`src/hdl/his_pkg.sv`:
```
package his_pkg;

    // frame geometry
    // hits land per pixel, pixels per acquisition, acquisitions per histogram
    localparam int HITS_PER_PIXEL = 2;
    localparam int PIXELS_PER_ACQ = 4;
    localparam int ACQS_PER_HIST  = 3;

    // total hits in one histogram
    localparam int HITS_PER_HIST = HITS_PER_PIXEL * PIXELS_PER_ACQ * ACQS_PER_HIST;

    // time bins per histogram
    localparam int BIN_NUM = 16;
    localparam int BIN_W   = $clog2(BIN_NUM);

    // wide enough for every hit landing in one bin, so no saturation
    localparam int COUNT_W = $clog2(HITS_PER_HIST + 1);

    // level counter widths, at least one bit each
    localparam int HIT_W = (HITS_PER_PIXEL > 1) ? $clog2(HITS_PER_PIXEL) : 1;
    localparam int PIX_W = (PIXELS_PER_ACQ > 1) ? $clog2(PIXELS_PER_ACQ) : 1;
    localparam int ACQ_W = (ACQS_PER_HIST > 1) ? $clog2(ACQS_PER_HIST) : 1;

    // bin index and bin count
    typedef logic [BIN_W-1:0]   bin_t;
    typedef logic [COUNT_W-1:0] count_t;

    // bank controller states
    // COLLECT       collecting, readout idle
    // COLLECT_READ  collecting while the other bank streams out
    // STALL         collecting bank full, other bank still streaming
    typedef enum logic [1:0] {
        COLLECT      = 2'd0,
        COLLECT_READ = 2'd1,
        STALL        = 2'd2
    } ctrl_state_t;

endpackage
```
`src/hdl/his_builder_top.sv`:
```
`timescale 1ns/1ps

module his_builder_top import his_pkg::*; (
    input  logic   clk,
    input  logic   res,
    input  logic   hit_valid,
    output logic   hit_ready,
    input  bin_t   hit_bin,
    output logic   out_valid,
    input  logic   out_ready,
    output bin_t   out_bin,
    output count_t out_count,
    output logic   out_last,
    output logic   out_bank
);

    // accepted hit
    logic hit_fire;
    // final hit of a histogram
    logic hist_last;
    // collecting bank
    logic acc_bank;
    // readout handshake with controller
    logic read_start;
    logic read_busy;
    // streamer side of the banks
    logic   rd_en;
    bin_t   rd_addr;
    count_t rd_count;

    assign hit_fire = hit_valid & hit_ready;

    // hit, pixel and acquisition levels
    his_frame_counter u_frame_counter (
        .clk       (clk),
        .res       (res),
        .hit_fire  (hit_fire),
        .hist_last (hist_last)
    );

    // bank ownership and swap
    his_ctrl_fsm u_ctrl_fsm (
        .clk        (clk),
        .res        (res),
        .hit_fire   (hit_fire),
        .hist_last  (hist_last),
        .read_busy  (read_busy),
        .hit_ready  (hit_ready),
        .acc_bank   (acc_bank),
        .read_start (read_start)
    );

    // ping-pong histogram banks
    his_bank_ram u_bank_ram (
        .clk      (clk),
        .res      (res),
        .hit_fire (hit_fire),
        .hit_bin  (hit_bin),
        .acc_bank (acc_bank),
        .rd_en    (rd_en),
        .rd_addr  (rd_addr),
        .rd_count (rd_count)
    );

    // finished bank out over valid/ready
    his_readout u_readout (
        .clk        (clk),
        .res        (res),
        .read_start (read_start),
        .acc_bank   (acc_bank),
        .rd_count   (rd_count),
        .rd_en      (rd_en),
        .rd_addr    (rd_addr),
        .read_busy  (read_busy),
        .out_valid  (out_valid),
        .out_ready  (out_ready),
        .out_bin    (out_bin),
        .out_count  (out_count),
        .out_last   (out_last),
        .out_bank   (out_bank)
    );

endmodule

```
`src/hdl/his_readout.sv`:
```
`timescale 1ns/1ps

module his_readout import his_pkg::*; (
    input  logic   clk,
    input  logic   res,
    input  logic   read_start,
    input  logic   acc_bank,
    input  count_t rd_count,
    output logic   rd_en,
    output bin_t   rd_addr,
    output logic   read_busy,
    output logic   out_valid,
    input  logic   out_ready,
    output bin_t   out_bin,
    output count_t out_count,
    output logic   out_last,
    output logic   out_bank
);

    localparam bin_t LAST_BIN = BIN_W'(BIN_NUM - 1);

    // streaming in progress
    logic busy_q;
    // bins left to load
    logic load_pend;
    // handshake on the output
    logic xfer;

    assign xfer = out_valid & out_ready;

    // load only into an empty register, one bin per two cycles at most
    assign rd_en = load_pend & ~out_valid;

    // covers the start pulse cycle too
    assign read_busy = busy_q | read_start;

    always_ff @(posedge clk or negedge res) begin
        if (!res) begin
            busy_q    <= 1'b0;
            load_pend <= 1'b0;
            rd_addr   <= '0;
            out_valid <= 1'b0;
            out_bank  <= 1'b0;
        end else begin
            if (read_start) begin
                busy_q    <= 1'b1;
                load_pend <= 1'b1;
                rd_addr   <= '0;
                // bank tag follows the hisNum toggle, 1 on the first histogram
                out_bank  <= acc_bank;
            end else if (rd_en) begin
                rd_addr <= rd_addr + 1'b1;
                // final bin loaded
                if (rd_addr == LAST_BIN) begin
                    load_pend <= 1'b0;
                end
            end
            if (rd_en) begin
                out_valid <= 1'b1;
            end else if (xfer) begin
                out_valid <= 1'b0;
            end
            // done after the last bin is taken
            if (xfer && out_last) begin
                busy_q <= 1'b0;
            end
        end
    end

    // output payload, held until taken
    always_ff @(posedge clk) begin
        if (rd_en) begin
            out_bin   <= rd_addr;
            out_count <= rd_count;
            out_last  <= (rd_addr == LAST_BIN);
        end
    end

endmodule

```
`src/hdl/his_bank_ram.sv`:
```
`timescale 1ns/1ps

module his_bank_ram import his_pkg::*; (
    input  logic   clk,
    input  logic   res,
    input  logic   hit_fire,
    input  bin_t   hit_bin,
    input  logic   acc_bank,
    input  logic   rd_en,
    input  bin_t   rd_addr,
    output count_t rd_count
);

    // two histogram banks as register arrays
    count_t mem [2][BIN_NUM];

    // increment stage, one hit in flight
    logic   wr_pend;
    bin_t   wr_bin;
    logic   wr_bank;
    count_t wr_val;

    // repeat of the in-flight bin
    logic   fwd;
    count_t old_val;
    count_t inc_val;

    // bank not collecting
    logic rd_bank;

    assign fwd = wr_pend && (wr_bank == acc_bank) && (wr_bin == hit_bin);

    // in-flight value is newer than the array
    assign old_val = fwd ? wr_val : mem[acc_bank][hit_bin];
    assign inc_val = old_val + 1'b1;

    assign rd_bank  = ~acc_bank;
    // combinational read for the streamer
    assign rd_count = mem[rd_bank][rd_addr];

    // pending flag
    always_ff @(posedge clk or negedge res) begin
        if (!res) begin
            wr_pend <= 1'b0;
        end else begin
            wr_pend <= hit_fire;
        end
    end

    // stage payload, bank latched with the hit
    always_ff @(posedge clk) begin
        if (hit_fire) begin
            wr_bin  <= hit_bin;
            wr_bank <= acc_bank;
            wr_val  <= inc_val;
        end
    end

    // array update
    always_ff @(posedge clk or negedge res) begin
        if (!res) begin
            for (int b = 0; b < 2; b++) begin
                for (int i = 0; i < BIN_NUM; i++) begin
                    mem[b][i] <= '0;
                end
            end
        end else begin
            // write back the incremented count one edge after acceptance
            if (wr_pend) begin
                mem[wr_bank][wr_bin] <= wr_val;
            end
            // clear on read, so the bank starts empty next time it collects
            if (rd_en) begin
                mem[rd_bank][rd_addr] <= '0;
            end
        end
    end

endmodule

```
`src/hdl/his_ctrl_fsm.sv`:
```
`timescale 1ns/1ps

module his_ctrl_fsm import his_pkg::*; (
    input  logic clk,
    input  logic res,
    input  logic hit_fire,
    input  logic hist_last,
    input  logic read_busy,
    output logic hit_ready,
    output logic acc_bank,
    output logic read_start
);

    ctrl_state_t state;
    ctrl_state_t state_nxt;

    // bank swap this cycle
    logic swap;

    always_comb begin
        state_nxt = state;
        swap      = 1'b0;
        case (state)
            COLLECT, COLLECT_READ: begin
                if (hit_fire && hist_last) begin
                    if (read_busy) begin
                        // other bank still streaming, hold the input
                        state_nxt = STALL;
                    end else begin
                        swap      = 1'b1;
                        state_nxt = COLLECT_READ;
                    end
                end else if (!read_busy) begin
                    // readout finished, back to plain collecting
                    state_nxt = COLLECT;
                end
            end
            STALL: begin
                // swap as soon as the streamer lets go
                if (!read_busy) begin
                    swap      = 1'b1;
                    state_nxt = COLLECT_READ;
                end
            end
            default: begin
                state_nxt = COLLECT;
            end
        endcase
    end

    always_ff @(posedge clk or negedge res) begin
        if (!res) begin
            state      <= COLLECT;
            hit_ready  <= 1'b0;
            acc_bank   <= 1'b0;
            read_start <= 1'b0;
        end else begin
            state      <= state_nxt;
            // input only blocked while stalled
            hit_ready  <= (state_nxt != STALL);
            // ping-pong toggle, like hisNum
            acc_bank   <= acc_bank ^ swap;
            // one cycle after the swap edge
            read_start <= swap;
        end
    end

endmodule

```
`src/hdl/his_frame_counter.sv`:
```
`timescale 1ns/1ps

module his_frame_counter import his_pkg::*; (
    input  logic clk,
    input  logic res,
    input  logic hit_fire,
    output logic hist_last
);

    // last value of each level
    localparam logic [HIT_W-1:0] HIT_MAX = HIT_W'(HITS_PER_PIXEL - 1);
    localparam logic [PIX_W-1:0] PIX_MAX = PIX_W'(PIXELS_PER_ACQ - 1);
    localparam logic [ACQ_W-1:0] ACQ_MAX = ACQ_W'(ACQS_PER_HIST - 1);

    // nested counters, innermost first
    logic [HIT_W-1:0] hit_cnt;
    logic [PIX_W-1:0] pix_cnt;
    logic [ACQ_W-1:0] acq_cnt;

    // each level sitting at its last value
    logic hit_end;
    logic pix_end;
    logic acq_end;

    assign hit_end = (hit_cnt == HIT_MAX);
    assign pix_end = (pix_cnt == PIX_MAX);
    assign acq_end = (acq_cnt == ACQ_MAX);

    // high while the final hit of the histogram is being accepted
    assign hist_last = hit_fire & hit_end & pix_end & acq_end;

    always_ff @(posedge clk or negedge res) begin
        if (!res) begin
            hit_cnt <= '0;
            pix_cnt <= '0;
            acq_cnt <= '0;
        end else if (hit_fire) begin
            if (!hit_end) begin
                // still inside the pixel
                hit_cnt <= hit_cnt + 1'b1;
            end else begin
                // pixel done, step to next pixel
                hit_cnt <= '0;
                if (!pix_end) begin
                    pix_cnt <= pix_cnt + 1'b1;
                end else begin
                    // acquisition done
                    pix_cnt <= '0;
                    if (!acq_end) begin
                        acq_cnt <= acq_cnt + 1'b1;
                    end else begin
                        // histogram done, all levels wrap together
                        acq_cnt <= '0;
                    end
                end
            end
        end
    end

endmodule

```
`config.mk`:
```
export PLATFORM = sky130hd
export DESIGN_NAME = his_builder_top
export DESIGN_NICKNAME = d
export VERILOG_FILES = /design/src/hdl/his_pkg.sv /design/src/hdl/his_builder_top.sv /design/src/hdl/his_readout.sv /design/src/hdl/his_bank_ram.sv /design/src/hdl/his_ctrl_fsm.sv /design/src/hdl/his_frame_counter.sv
export SDC_FILE = /design/constraint.sdc
export NUM_CORES = 1
export LEC_CHECK = 0
export ABC_AREA = 1
export BUFFER_PORTS_ARGS = -buffer_cell sky130_fd_sc_hd__buf_2
export CAP_MARGIN = 10
export CORE_AREA = 2 2 163 165
export CTS_BUF_LIST = sky130_fd_sc_hd__clkbuf_8 sky130_fd_sc_hd__clkbuf_16
export CTS_CLUSTER_SIZE = 28
export DETAILED_ROUTE_END_ITERATION = 8
export DIE_AREA = 0 0 165 167
export GPL_TIMING_DRIVEN = 0
export SLEW_MARGIN = 15
export SYNTH_ARGS = -nofsm -noshare
export SYNTH_HDL_FRONTEND = slang
export SYNTH_HIERARCHICAL = 1
export SYNTH_SLANG_ARGS = --single-unit
```
`constraint.sdc`:
```
create_clock -name clk -period 2.5 [get_ports clk]
set_clock_uncertainty 0.05 [all_clocks]
set_input_delay 0.5 -clock clk [delete_from_list [all_inputs] [get_ports clk]]
set_output_delay 0.5 -clock clk [all_outputs]
set_load 0.02 [all_outputs]
```
---- Word-level counts from Yosys, hierarchy flattened ----
Cells that the tools add are included.
word-level totals
  bits in registers ....................... 199
  output and inout bits ................... 13
cells by class
  bitwise operators ....................... 18
  $add $sub $neg .......................... 5
  muxes and demuxes ....................... 44
  magnitude comparators ................... 10
  equality and inequality tests ........... 8
  reductions and logical operators ........ 17
operator list
  operator                                                                      count
  80-bit two-way mux                                                            8
  160-bit two-way mux                                                           2
  160-bit AND                                                                   1
  160-bit bitwise mux                                                           1
  80-bit demux with 1-bit select                                                2
  160-bit NOT                                                                   1
  5-bit binary-select mux with 4-bit select                                     2
  5-bit demux with 4-bit select                                                 2
  5-bit two-way mux                                                             7
  5-bit >= comparator, second input constant                                    3
  4-bit NOT with 5-bit output                                                   3
  2-bit two-way mux                                                             6
  5-bit by 1-bit less-than comparator with 1-bit output, second input constant  2
  1-bit two-way mux                                                             10
  1-bit logical AND                                                             8
  4-bit two-way mux                                                             2
  2-bit nonzero test                                                            4
  1-bit AND                                                                     6
  2-bit == test, second input constant                                          3
  2-bit >= comparator, second input constant                                    3
  1-bit NOT with 2-bit output                                                   3
  5-bit by 1-bit adder with 5-bit output, second input constant                 1
  2-bit by 1-bit adder with 2-bit output, second input constant                 2
  4-bit by 1-bit adder with 4-bit output, second input constant                 1
  16 further kinds                                                              19

---- Logic depth before layout (Yosys ltp) ----
Gate-level depths: netlist (run 1).
  word-level depth ........................ 11
  depth in mapped cells ................... 16
  depth with buffers taken out ............ 13

---- By module ----
The synthesis (run 1) kept the hierarchy.
modules (own cells, without submodules)
  module             sequential area each (µm²)  area each (µm²)  cells each  instances
  his_bank_ram       4329.2                      10381.2          1425        1
  his_readout        500.5                       659.4            54          1
  his_frame_counter  125.1                       242.7            29          1
  his_ctrl_fsm       125.1                       207.7            20          1
  his_builder_top    0.0                         7.5              2           1

---- Worst setup path before layout (run 1) ----
No wires, ideal clock.
  path kind ............................... in2reg
  start point ............................. input port hit_bin[0]
  end point ............................... register u_bank_ram.wr_val[4], data pin
  data required time ...................... 2.196 ns
  data arrival time ....................... 1.761 ns
  setup time .............................. 0.254 ns
  stages on the path ...................... 14
  path slack .............................. 0.435 ns
  cell sequence ........................... buf_4 -> inv_2 -> buf_6 -> buf_4 -> nand3_1 -> nand3_1 -> nand3_1 -> nand3_1 -> nand3_1 -> nand2_1 -> ha_1 -> nand3_1 -> nand2_1 -> nand2_1
between the ends
  longest elaborated chain between the ends .. 6
  elaborated cells between the ends (all ways) .. 8
ends and longest elaborated chain
  item                                                   RTL line              source
  from (decl)                                            his_builder_top.sv:8  input bin_t hit_bin,
  4-bit NOT with 5-bit output (implied by the code)      his_bank_ram.sv:34    assign old_val = fwd ? wr_val : mem[acc_bank][hit_bin];
  5-bit binary-select mux with 4-bit select              his_bank_ram.sv:34
  5-bit two-way mux (implied by the code) (2 in series)  his_bank_ram.sv:34
  5-bit two-way mux (*)                                  his_bank_ram.sv:34
  5-bit by 1-bit adder with 5-bit output (*)             his_bank_ram.sv:35    assign inc_val = old_val + 1'b1;
  via u_bank_ram.inc_val[4]                              his_bank_ram.sv:26    count_t inc_val;
  to (signal assigned)                                   his_bank_ram.sv:55    wr_val <= inc_val;
  to (decl)                                              his_bank_ram.sv:21    count_t wr_val;
Mark *: on every way through the listed nets, which the timed path passes. The rest lies on a longest branch. The select of a mux whose other input is x is not followed.
A chain may end at the register's enable or synchronous reset.

---- Worst setup path in the final report (run 1) ----
  start point ............................. register u_ctrl_fsm.acc_bank
  end point ............................... register u_readout.out_count[1], data pin
between the ends
  longest elaborated chain between the ends .. 8
ends and longest elaborated chain
  item                                                    RTL line               source
  from (decl)                                             his_ctrl_fsm.sv:10     output logic acc_bank,
  from (signal assigned)                                  his_ctrl_fsm.sv:62     acc_bank <= acc_bank ^ swap;
  1-bit NOT                                               his_bank_ram.sv:37     assign rd_bank = ~acc_bank;
  1-bit NOT with 2-bit output (implied by the code)       his_bank_ram.sv:39     assign rd_count = mem[rd_bank][rd_addr];
  80-bit two-way mux (implied by the code) (3 in series)  his_bank_ram.sv:39
  5-bit binary-select mux with 4-bit select               his_bank_ram.sv:39
  5-bit two-way mux (implied by the code) (2 in series)   his_bank_ram.sv:39
  via rd_count[1]                                         his_builder_top.sv:29  count_t rd_count;
  to (signal assigned)                                    his_readout.sv:74      out_count <= rd_count;
  to (decl)                                               his_readout.sv:15      output count_t out_count,
The timed path passes the listed nets, and every way through them passes these cells. The select of a mux whose other input is x is not followed.

==> results of run 1 <==
-- cell families (layout without fill, tap and decap cells) --
family	after synthesis	count (layout)	share of synthesized area, %
AO/OA/AOI/OAI	490	490	24.2
adder cells (fa/ha/maj)	3	3	0.326
XOR/XNOR	2	2	0.152
buffers and inverters	296	349	11.5
AND/OR/NAND/NOR	540	540	19.7
flip-flops	199	199	44.2
-- registers in the layout, summed over array words and instances (netlist names), 2 cells and up --
name                     count
u_bank_ram/wr_val            5
u_frame_counter/acq_cnt      2
u_frame_counter/pix_cnt      2
u_bank_ram/mem             160
u_readout/rd_addr            4
u_readout/out_bin            4
u_readout/out_count          5
u_bank_ram/wr_bin            4
u_ctrl_fsm/state             2
-- metal layers --
metal,global-route usage (%),vias up
met5,0,-
met4,15.2,2
met3,9.32,137
met2,51.0,834
met1,52.4,5717
li1,-,5334
-- where the power goes --
part | internal [uW] | switching [uW] | total (uW)
clock | 1320 | 1440 | 2770
combinational | 1740 | 4160 | 5900
sequential | 4260 | 780 | 5040
-- cells in the mapped netlist (2+ instances only) --
cell | count | share of area [%]
buf_2 | 37 | 1.6
dfrtp_1 | 179 | 39
nor2_1 | 83 | 2.7
nand3_1 | 141 | 6.1
nand2_2 | 6 | 0.33
nand4_1 | 4 | 0.22
o21ai_1 | 16 | 0.70
clkbuf_1 | 35 | 1.1
inv_2 | 7 | 0.23
edfxtp_1 | 20 | 5.2
inv_1 | 190 | 6.2
o22ai_1 | 175 | 9.5
nand3_2 | 2 | 0.17
ha_1 | 3 | 0.33
o211ai_1 | 32 | 2.1
a41oi_1 | 8 | 0.61
nand2_1 | 300 | 9.8
buf_1 | 2 | 0.065
buf_6 | 16 | 1.6
o21ai_0 | 76 | 3.3
xor2_1 | 2 | 0.15
a21oi_1 | 182 | 7.9
buf_4 | 7 | 0.46
-- worst reg2reg max path: cells and delay by family (launching register included) --
kind | cells | cell delay [ns]
buffers and inverters | 4 | 0.89
AO/OA/AOI/OAI | 3 | 0.64
flip-flops | 1 | 0.43
AND/OR/NAND/NOR | 2 | 0.23
-- worst max-delay path by stage --
stage / from / to / slack, ns
floorplan: hit_bin[0] / u_bank_ram/wr_val[4] / 0.43
global placement: res / u_bank_ram/mem[7] / -2.31
detailed placement: hit_bin[1] / u_bank_ram/wr_val[4] / -0.60
CTS: u_ctrl_fsm/acc_bank / u_bank_ram/wr_val[4] / 0.005
global route: u_ctrl_fsm/acc_bank / u_bank_ram/wr_val[4] / -0.03
finish: u_ctrl_fsm/acc_bank / u_readout/out_count[1] / 0.001
-- stage by stage --
step	total power, uW	instances	TNS (ns)	hold slack (ns)	instance area, um^2
floorplan	8340	1530	0	0.154	11500
global placement	10500	1885	-413.69	0.407	12000
detailed placement	10500	1886	-3.40	0.419	12100
CTS	13400	1919	0	0.0404	12700
global route	14400	1918	-0.0646	0.0556	12800
finish	13700	1918	0	-0.0198	12800
-- layout make-up --
type,instances,area share (%)
Clock inverter,15,1.13
Buffer,97,4.82
Clock buffer,17,3.33
Sequential cell,199,39.7
Inverter,198,5.83
Timing Repair Buffer,22,1.14
Multi-Input combinational cell,1035,40.7
Tap cell,335,3.28
-- timing repair --
item,4_1_cts,5_1_grt
pin swaps,1,4
gates cloned,0,0
endpoints found under the setup margin,8,41
resized for setup,27,32
setup buffers,1,0
==> PnR_summary.wiki, run 1 <==
{| class="wikitable"
! Metric !! Value
|-
| Status || complete, but fails checks
|-
| Violations in the final reports || hold timing
|-
| Startpoint types || flip-flop
|-
| Number of enable-type register cells in the synthesized netlist || 20
|-
| Startpoint of the lowest-slack register-to-register path || u_ctrl_fsm/acc_bank
|-
| Violation count after the first detailed-routing iteration || 1924
|-
| Clk buf depth || 2
|-
| Synth Net Count || 1541
|-
| Synth Instances || 1530
|-
| Share of flip-flops with an asynchronous set or reset || 89.9%
|-
| Initial antenna violation count || 1
|-
| Vert. Die Dim || 167 um
|-
| Worst min path class || input pin to asynchronous set/reset pin
|-
| LEAKAGE || 0.00570 uW
|-
| Via count of the first global-routing pass || 11105
|-
| Time the worst path needs with I/O delays and setup || 2.50 ns
|-
| Ratio of cells with drive above 1 in the final layout || 10.2%
|-
| Worst path setup slack after routing || 0.00125 ns
|-
| Slew @ Worst Pin || 1.17 ns
|-
| Most frequent CP cell || buf_6
|-
| Number of flip-flops and latches in the synthesized netlist || 199
|-
| Peak supply drop || 0.000489 V
|-
| Setup repair after global routing missed its margin || yes
|-
| Pin count of the biggest net entering global routing || 91
|-
| Routed len/inst || 25.6 um
|-
| Peak per-stage delay on the critical path || 0.43 ns
|-
| Total core area || 0.0258 mm^2
|-
| Max-slew violations || 0
|-
| Met3 routed wirelength || 6240 um
|-
| Distinct cell type count of the synthesized netlist || 30
|-
| Cell with the largest stage delay on the worst path || dfrtp_2
|-
| Clk sinks || 199
|-
| Sum of buffers and inverters on the critical path || 4
|-
| Total of max-cap violations || 0
|-
| Antenna cells || 0
|-
| Number of buffers created by CTS || 17
|-
| Final critical-path share of the clock period || 100%
|-
| Top_reg_cell synth || dfrtp_1
|-
| Number of hold-repair buffers added at the cts stage || 0
|-
| Routed wire length on met2 || 20500 um
|-
| Weighted congestion reported at the end of routability-driven placement || 0.968
|-
| Number of top-level pins || 21
|-
| Wire length of the first global-routing pass || 71900 um
|-
| Final #Nets || 1581
|-
| Peak clock frequency supported by timing || 400 MHz
|-
| Capturing point of the worst reg2reg path || u_readout/out_count[1]
|-
| Starting Density || 44.6%
|-
| Root cell of the clock tree || clkbuf_16
|-
| Clock network latency to the later pin of the worst-skew pair || 0.45 ns
|-
| Routed WL || 49200 um
|-
| Logic depth of the worst setup path including buffers || 9
|-
| Area of all sequential standard cells || 0.00508 mm^2
|-
| Mean area per synthesized cell || 7.52 um^2
|-
| Number of warnings issued by yosys || 6
|-
| DIE WIDTH || 165 um
|-
| Drt first pass iters || 6
|-
| Cell family contributing the most delay on the critical path || buffers and inverters
|-
| Final Util || 49.6%
|-
| Die area || 0.0276 mm^2
|-
| TritonCTS clock tree || yes
|-
| DRT met1 WL || 20100 um
|-
| Crit path kind || flip-flop to flip-flop
|-
| Count of vias placed by the detailed router || 12024
|-
| Number of design rule violations left after detail routing || 0
|-
| Final Hold Slack || -0.0198 ns
|-
| Routed via count divided by cell count || 6.27
|-
| DRT antenna net count || 0
|-
| Arrival time worst endpoint || 2.63 ns
|-
| Global router's overall resource usage || 36.2%
|-
| Path depth of the worst reg2reg path || 9
|-
| Worst slack at placement || -0.596 ns
|-
| Remaining max-slew budget at the tightest pin || 22.1%
|-
| Setup slack of the worst register-to-register path || 0.001 ns
|-
| Number of hold-slack violations in the final timing report || 6
|-
| Seq/Total Area, Yosys || 44.2%
|-
| Area growth, synth to finish || 11.2%
|-
| Commonest cells after routing, fill and taps aside || 299 x nand2_1, 191 x inv_1, 182 x a21oi_1
|-
| Cells along the critical path || buf_6 > buf_6 > buf_2 > buf_4 > nand2_1 > o211ai_1 > a41oi_1 > o21ai_2 > nand3_1
|-
| Depth of the CTS H-tree || 4
|-
| HPWL Detailed || 33800 um
|-
| Commonest non-fill, non-tap cell in the layout || nand2_1
|-
| Filler cell count || 2585
|-
| Power density over cell area || 1070 mW/mm^2
|-
| Final setup violation count || 0
|-
| Total congestion overflow after global routing || 0
|-
| Clock transition at the registers of the reported paths || 0.08 ns
|-
| Multi-input gate area || 0.00521 mm^2
|-
| Required time of the worst setup path || 2.63 ns
|-
| Critical Path End Type || flip-flop
|-
| IO Port Bufs || 20
|-
| Top routing layer in use || met5
|-
| Critical path fanouts, max || 10
|-
| Netlist area before placement || 0.0115 mm^2
|-
| Row count || 59
|}
Note: power is estimated with default switching activity, not from simulation.
==> inputs of run 2 (changes only) <==
Settings changed: CORE_AREA 2 2 163 165 to 5 5 166 168, DIE_AREA 0 0 165 167 to 0 0 171 173.
==> PnR_summary.wiki, run 2 (synthesized netlist as in run 1, its figures left out) <==
{| class="wikitable"
! Metric !! Value
|-
| Slew @ Worst Pin || 1.18 ns
|-
| Number of buffers created by CTS || 17
|-
| Largest registers ranked by flip-flop count || u_bank_ram/mem: 160 flops, u_bank_ram/wr_val: 5 flops, u_readout/out_count: 5 flops
|-
| Total of max-cap violations || 0
|-
| Required time of the worst setup path || 2.77 ns
|-
| Starting Density || 44.6%
|-
| Drt first pass iters || 7
|-
| Cell with the largest stage delay on the worst path || nor2_1
|-
| TritonCTS clock tree || yes
|-
| Arrival time worst endpoint || 2.74 ns
|-
| Die area || 0.0296 mm^2
|-
| Number of cells in the finished layout apart from fillers || 1931
|-
| Critical path fanouts, max || 10
|-
| Number of design rule violations left after detail routing || 0
|-
| DIE WIDTH || 171 um
|-
| LEAKAGE || 0.00580 uW
|-
| Routed WL || 49800 um
|-
| Startpoint types || flip-flop
|-
| Weighted congestion reported at the end of routability-driven placement || 1.01
|-
| Peak clock frequency supported by timing || 405 MHz
|-
| Pin count of the biggest net entering global routing || 70
|-
| Max-slew violations || 0
|-
| Worst min path class || input pin to flip-flop
|-
| Setup repair after global routing missed its margin || yes
|-
| Vert. Die Dim || 173 um
|-
| Wire length of the first global-routing pass || 71800 um
|-
| Count of vias placed by the detailed router || 12206
|-
| Filler cell count || 2580
|-
| Row count || 59
|-
| Cell area after layout || 0.0130 mm^2
|-
| Final critical-path share of the clock period || 98.8%
|-
| Total core area || 0.0258 mm^2
|-
| Initial antenna violation count || 0
|-
| Cell count after placement || 1887
|-
| Register ranked first by flip-flop count || u_bank_ram/mem
|-
| Final Util || 50.5%
|-
| Global router's overall resource usage || 32.5%
|-
| Clk sinks || 199
|-
| Commonest cells after routing, fill and taps aside || 296 x nand2_1, 190 x inv_1, 182 x a21oi_1
|-
| Worst path setup slack after routing || 0.0305 ns
|-
| Root cell of the clock tree || clkbuf_16
|-
| Final #Nets || 1594
|-
| Power density over cell area || 1080 mW/mm^2
|-
| Clock network latency to the later pin of the worst-skew pair || 0.45 ns
|-
| Clock transition at the registers of the reported paths || 0.08 ns
|-
| Cells along the critical path || clkbuf_1 > nor2_1 > nand2_1 > o22ai_1 > a21oi_1
|-
| Routed len/inst || 25.8 um
|-
| Time the worst path needs with I/O delays and setup || 2.47 ns
|-
| Total congestion overflow after global routing || 0
|-
| Commonest non-fill, non-tap cell in the layout || nand2_1
|-
| DRT antenna net count || 0
|-
| Ratio of cells with drive above 1 in the final layout || 11.1%
|-
| Total cell area at the placement stage || 0.0121 mm^2
|-
| Peak per-stage delay on the critical path || 0.72 ns
|-
| Peak supply drop || 0.000483 V
|-
| Post-layout power || 14000 uW
|-
| Worst slack at placement || -0.519 ns
|-
| Depth of the CTS H-tree || 4
|-
| Area growth, synth to finish || 13.1%
|-
| Routed via count divided by cell count || 6.32
|-
| HPWL Detailed || 33300 um
|-
| Remaining max-slew budget at the tightest pin || 21.0%
|-
| Via count of the first global-routing pass || 11065
|-
| Final setup violation count || 0
|-
| Violation count after the first detailed-routing iteration || 2021
|-
| Number of hold-slack violations in the final timing report || 0
|-
| IO Port Bufs || 20
|-
| Critical Path End Type || flip-flop
|-
| Status || finished, final reports clean
|-
| Number of flip-flops under the largest register name || 160
|-
| Number of top-level pins || 21
|-
| Clk buf depth || 2
|-
| Antenna cells || 0
|-
| Crit path kind || flip-flop to flip-flop
|}
==> run 2: cell types whose count changed in the layout (fill, tap and decap cells not counted), moves of 3 or more <==
cell	change
inv_6	-5
buf_4	+6
buf_8	+3
nand2_2	+4
nand3_2	+3
inv_8	+4
clkbuf_1	+4
nand2_1	-3
nand3_1	-3
buf_6	-3
==> run 2: through the flow <==
step	setup TNS, ns	hold WS [ns]
finish	0	0.197
global route	-0.0391	0.202
CTS	-0.00542	0.191
detailed placement	-3.40	0.384
global placement	-407.75	0.409
floorplan	0	0.154
==> run 2: timing repair <==
item,in CTS,in global routing
hold endpoints to repair,45,0
pin swaps,1,13
hold buffers,1,0
resized for setup,29,33
buffers inserted,1,10
endpoints found under the setup margin,8,49
gates cloned,0,2
==> run 2: area by class of cell <==
cell class	instances	area (um^2)	share of cell area [%]
plain buffers	96	618	4.75
clock buffers	17	425	3.27
clock inverters	15	176	1.36
inverters	198	746	5.73
multi-input cells	1035	5230	40.2
flip-flops and latches	199	5080	39.1
well taps	335	419	3.22
repair buffers	36	313	2.41
==> run 2: layer usage <==
| layer | routed length [um] | part of all wire (%) | global-route usage [%] |
|---|---|---|---|
| met1 | 19900 | 40 | 47.4 |
| met2 | 20700 | 42 | 45.2 |
| met3 | 6310 | 13 | 6.99 |
| met4 | 2910 | 5.8 | 16.6 |
| met5 | 0 | 0 | 0 |
==> run 2: where the power goes <==
part | switching, uW | internal (uW) | total [uW]
Combinational | 4280 | 1860 | 6140
Sequential | 766 | 4260 | 5030
Clock | 1520 | 1360 | 2880
Total | 6560 | 7480 | 14000
==> run 2: final timing paths <==
path / startpoint / to / slack, ns / cells past startpoint
setup / recovery: u_readout/rd_addr[3] / u_bank_ram/mem[153] / 0.03 / 5
hold / removal: hit_bin[0] / u_bank_ram/wr_bin[0] / 0.20 / 1
setup reg to reg: u_readout/rd_addr[3] / u_bank_ram/mem[153] / 0.03 / 5
hold reg to reg: u_readout/out_bank / u_readout/out_bank / 0.44 / 2
max in group asynchronous: res / u_bank_ram/mem[89] / 1.15 / 3
min in group asynchronous: res / u_readout/out_bank / 0.49 / 2
==> run 2: critical path, delay by kind of cell, from the launching register on <==
family / cells / cell delay [ns]
buf+inv: 1 / 0.32
compound gates: 2 / 0.35
simple gates: 2 / 1.18
flops: 1 / 0.43
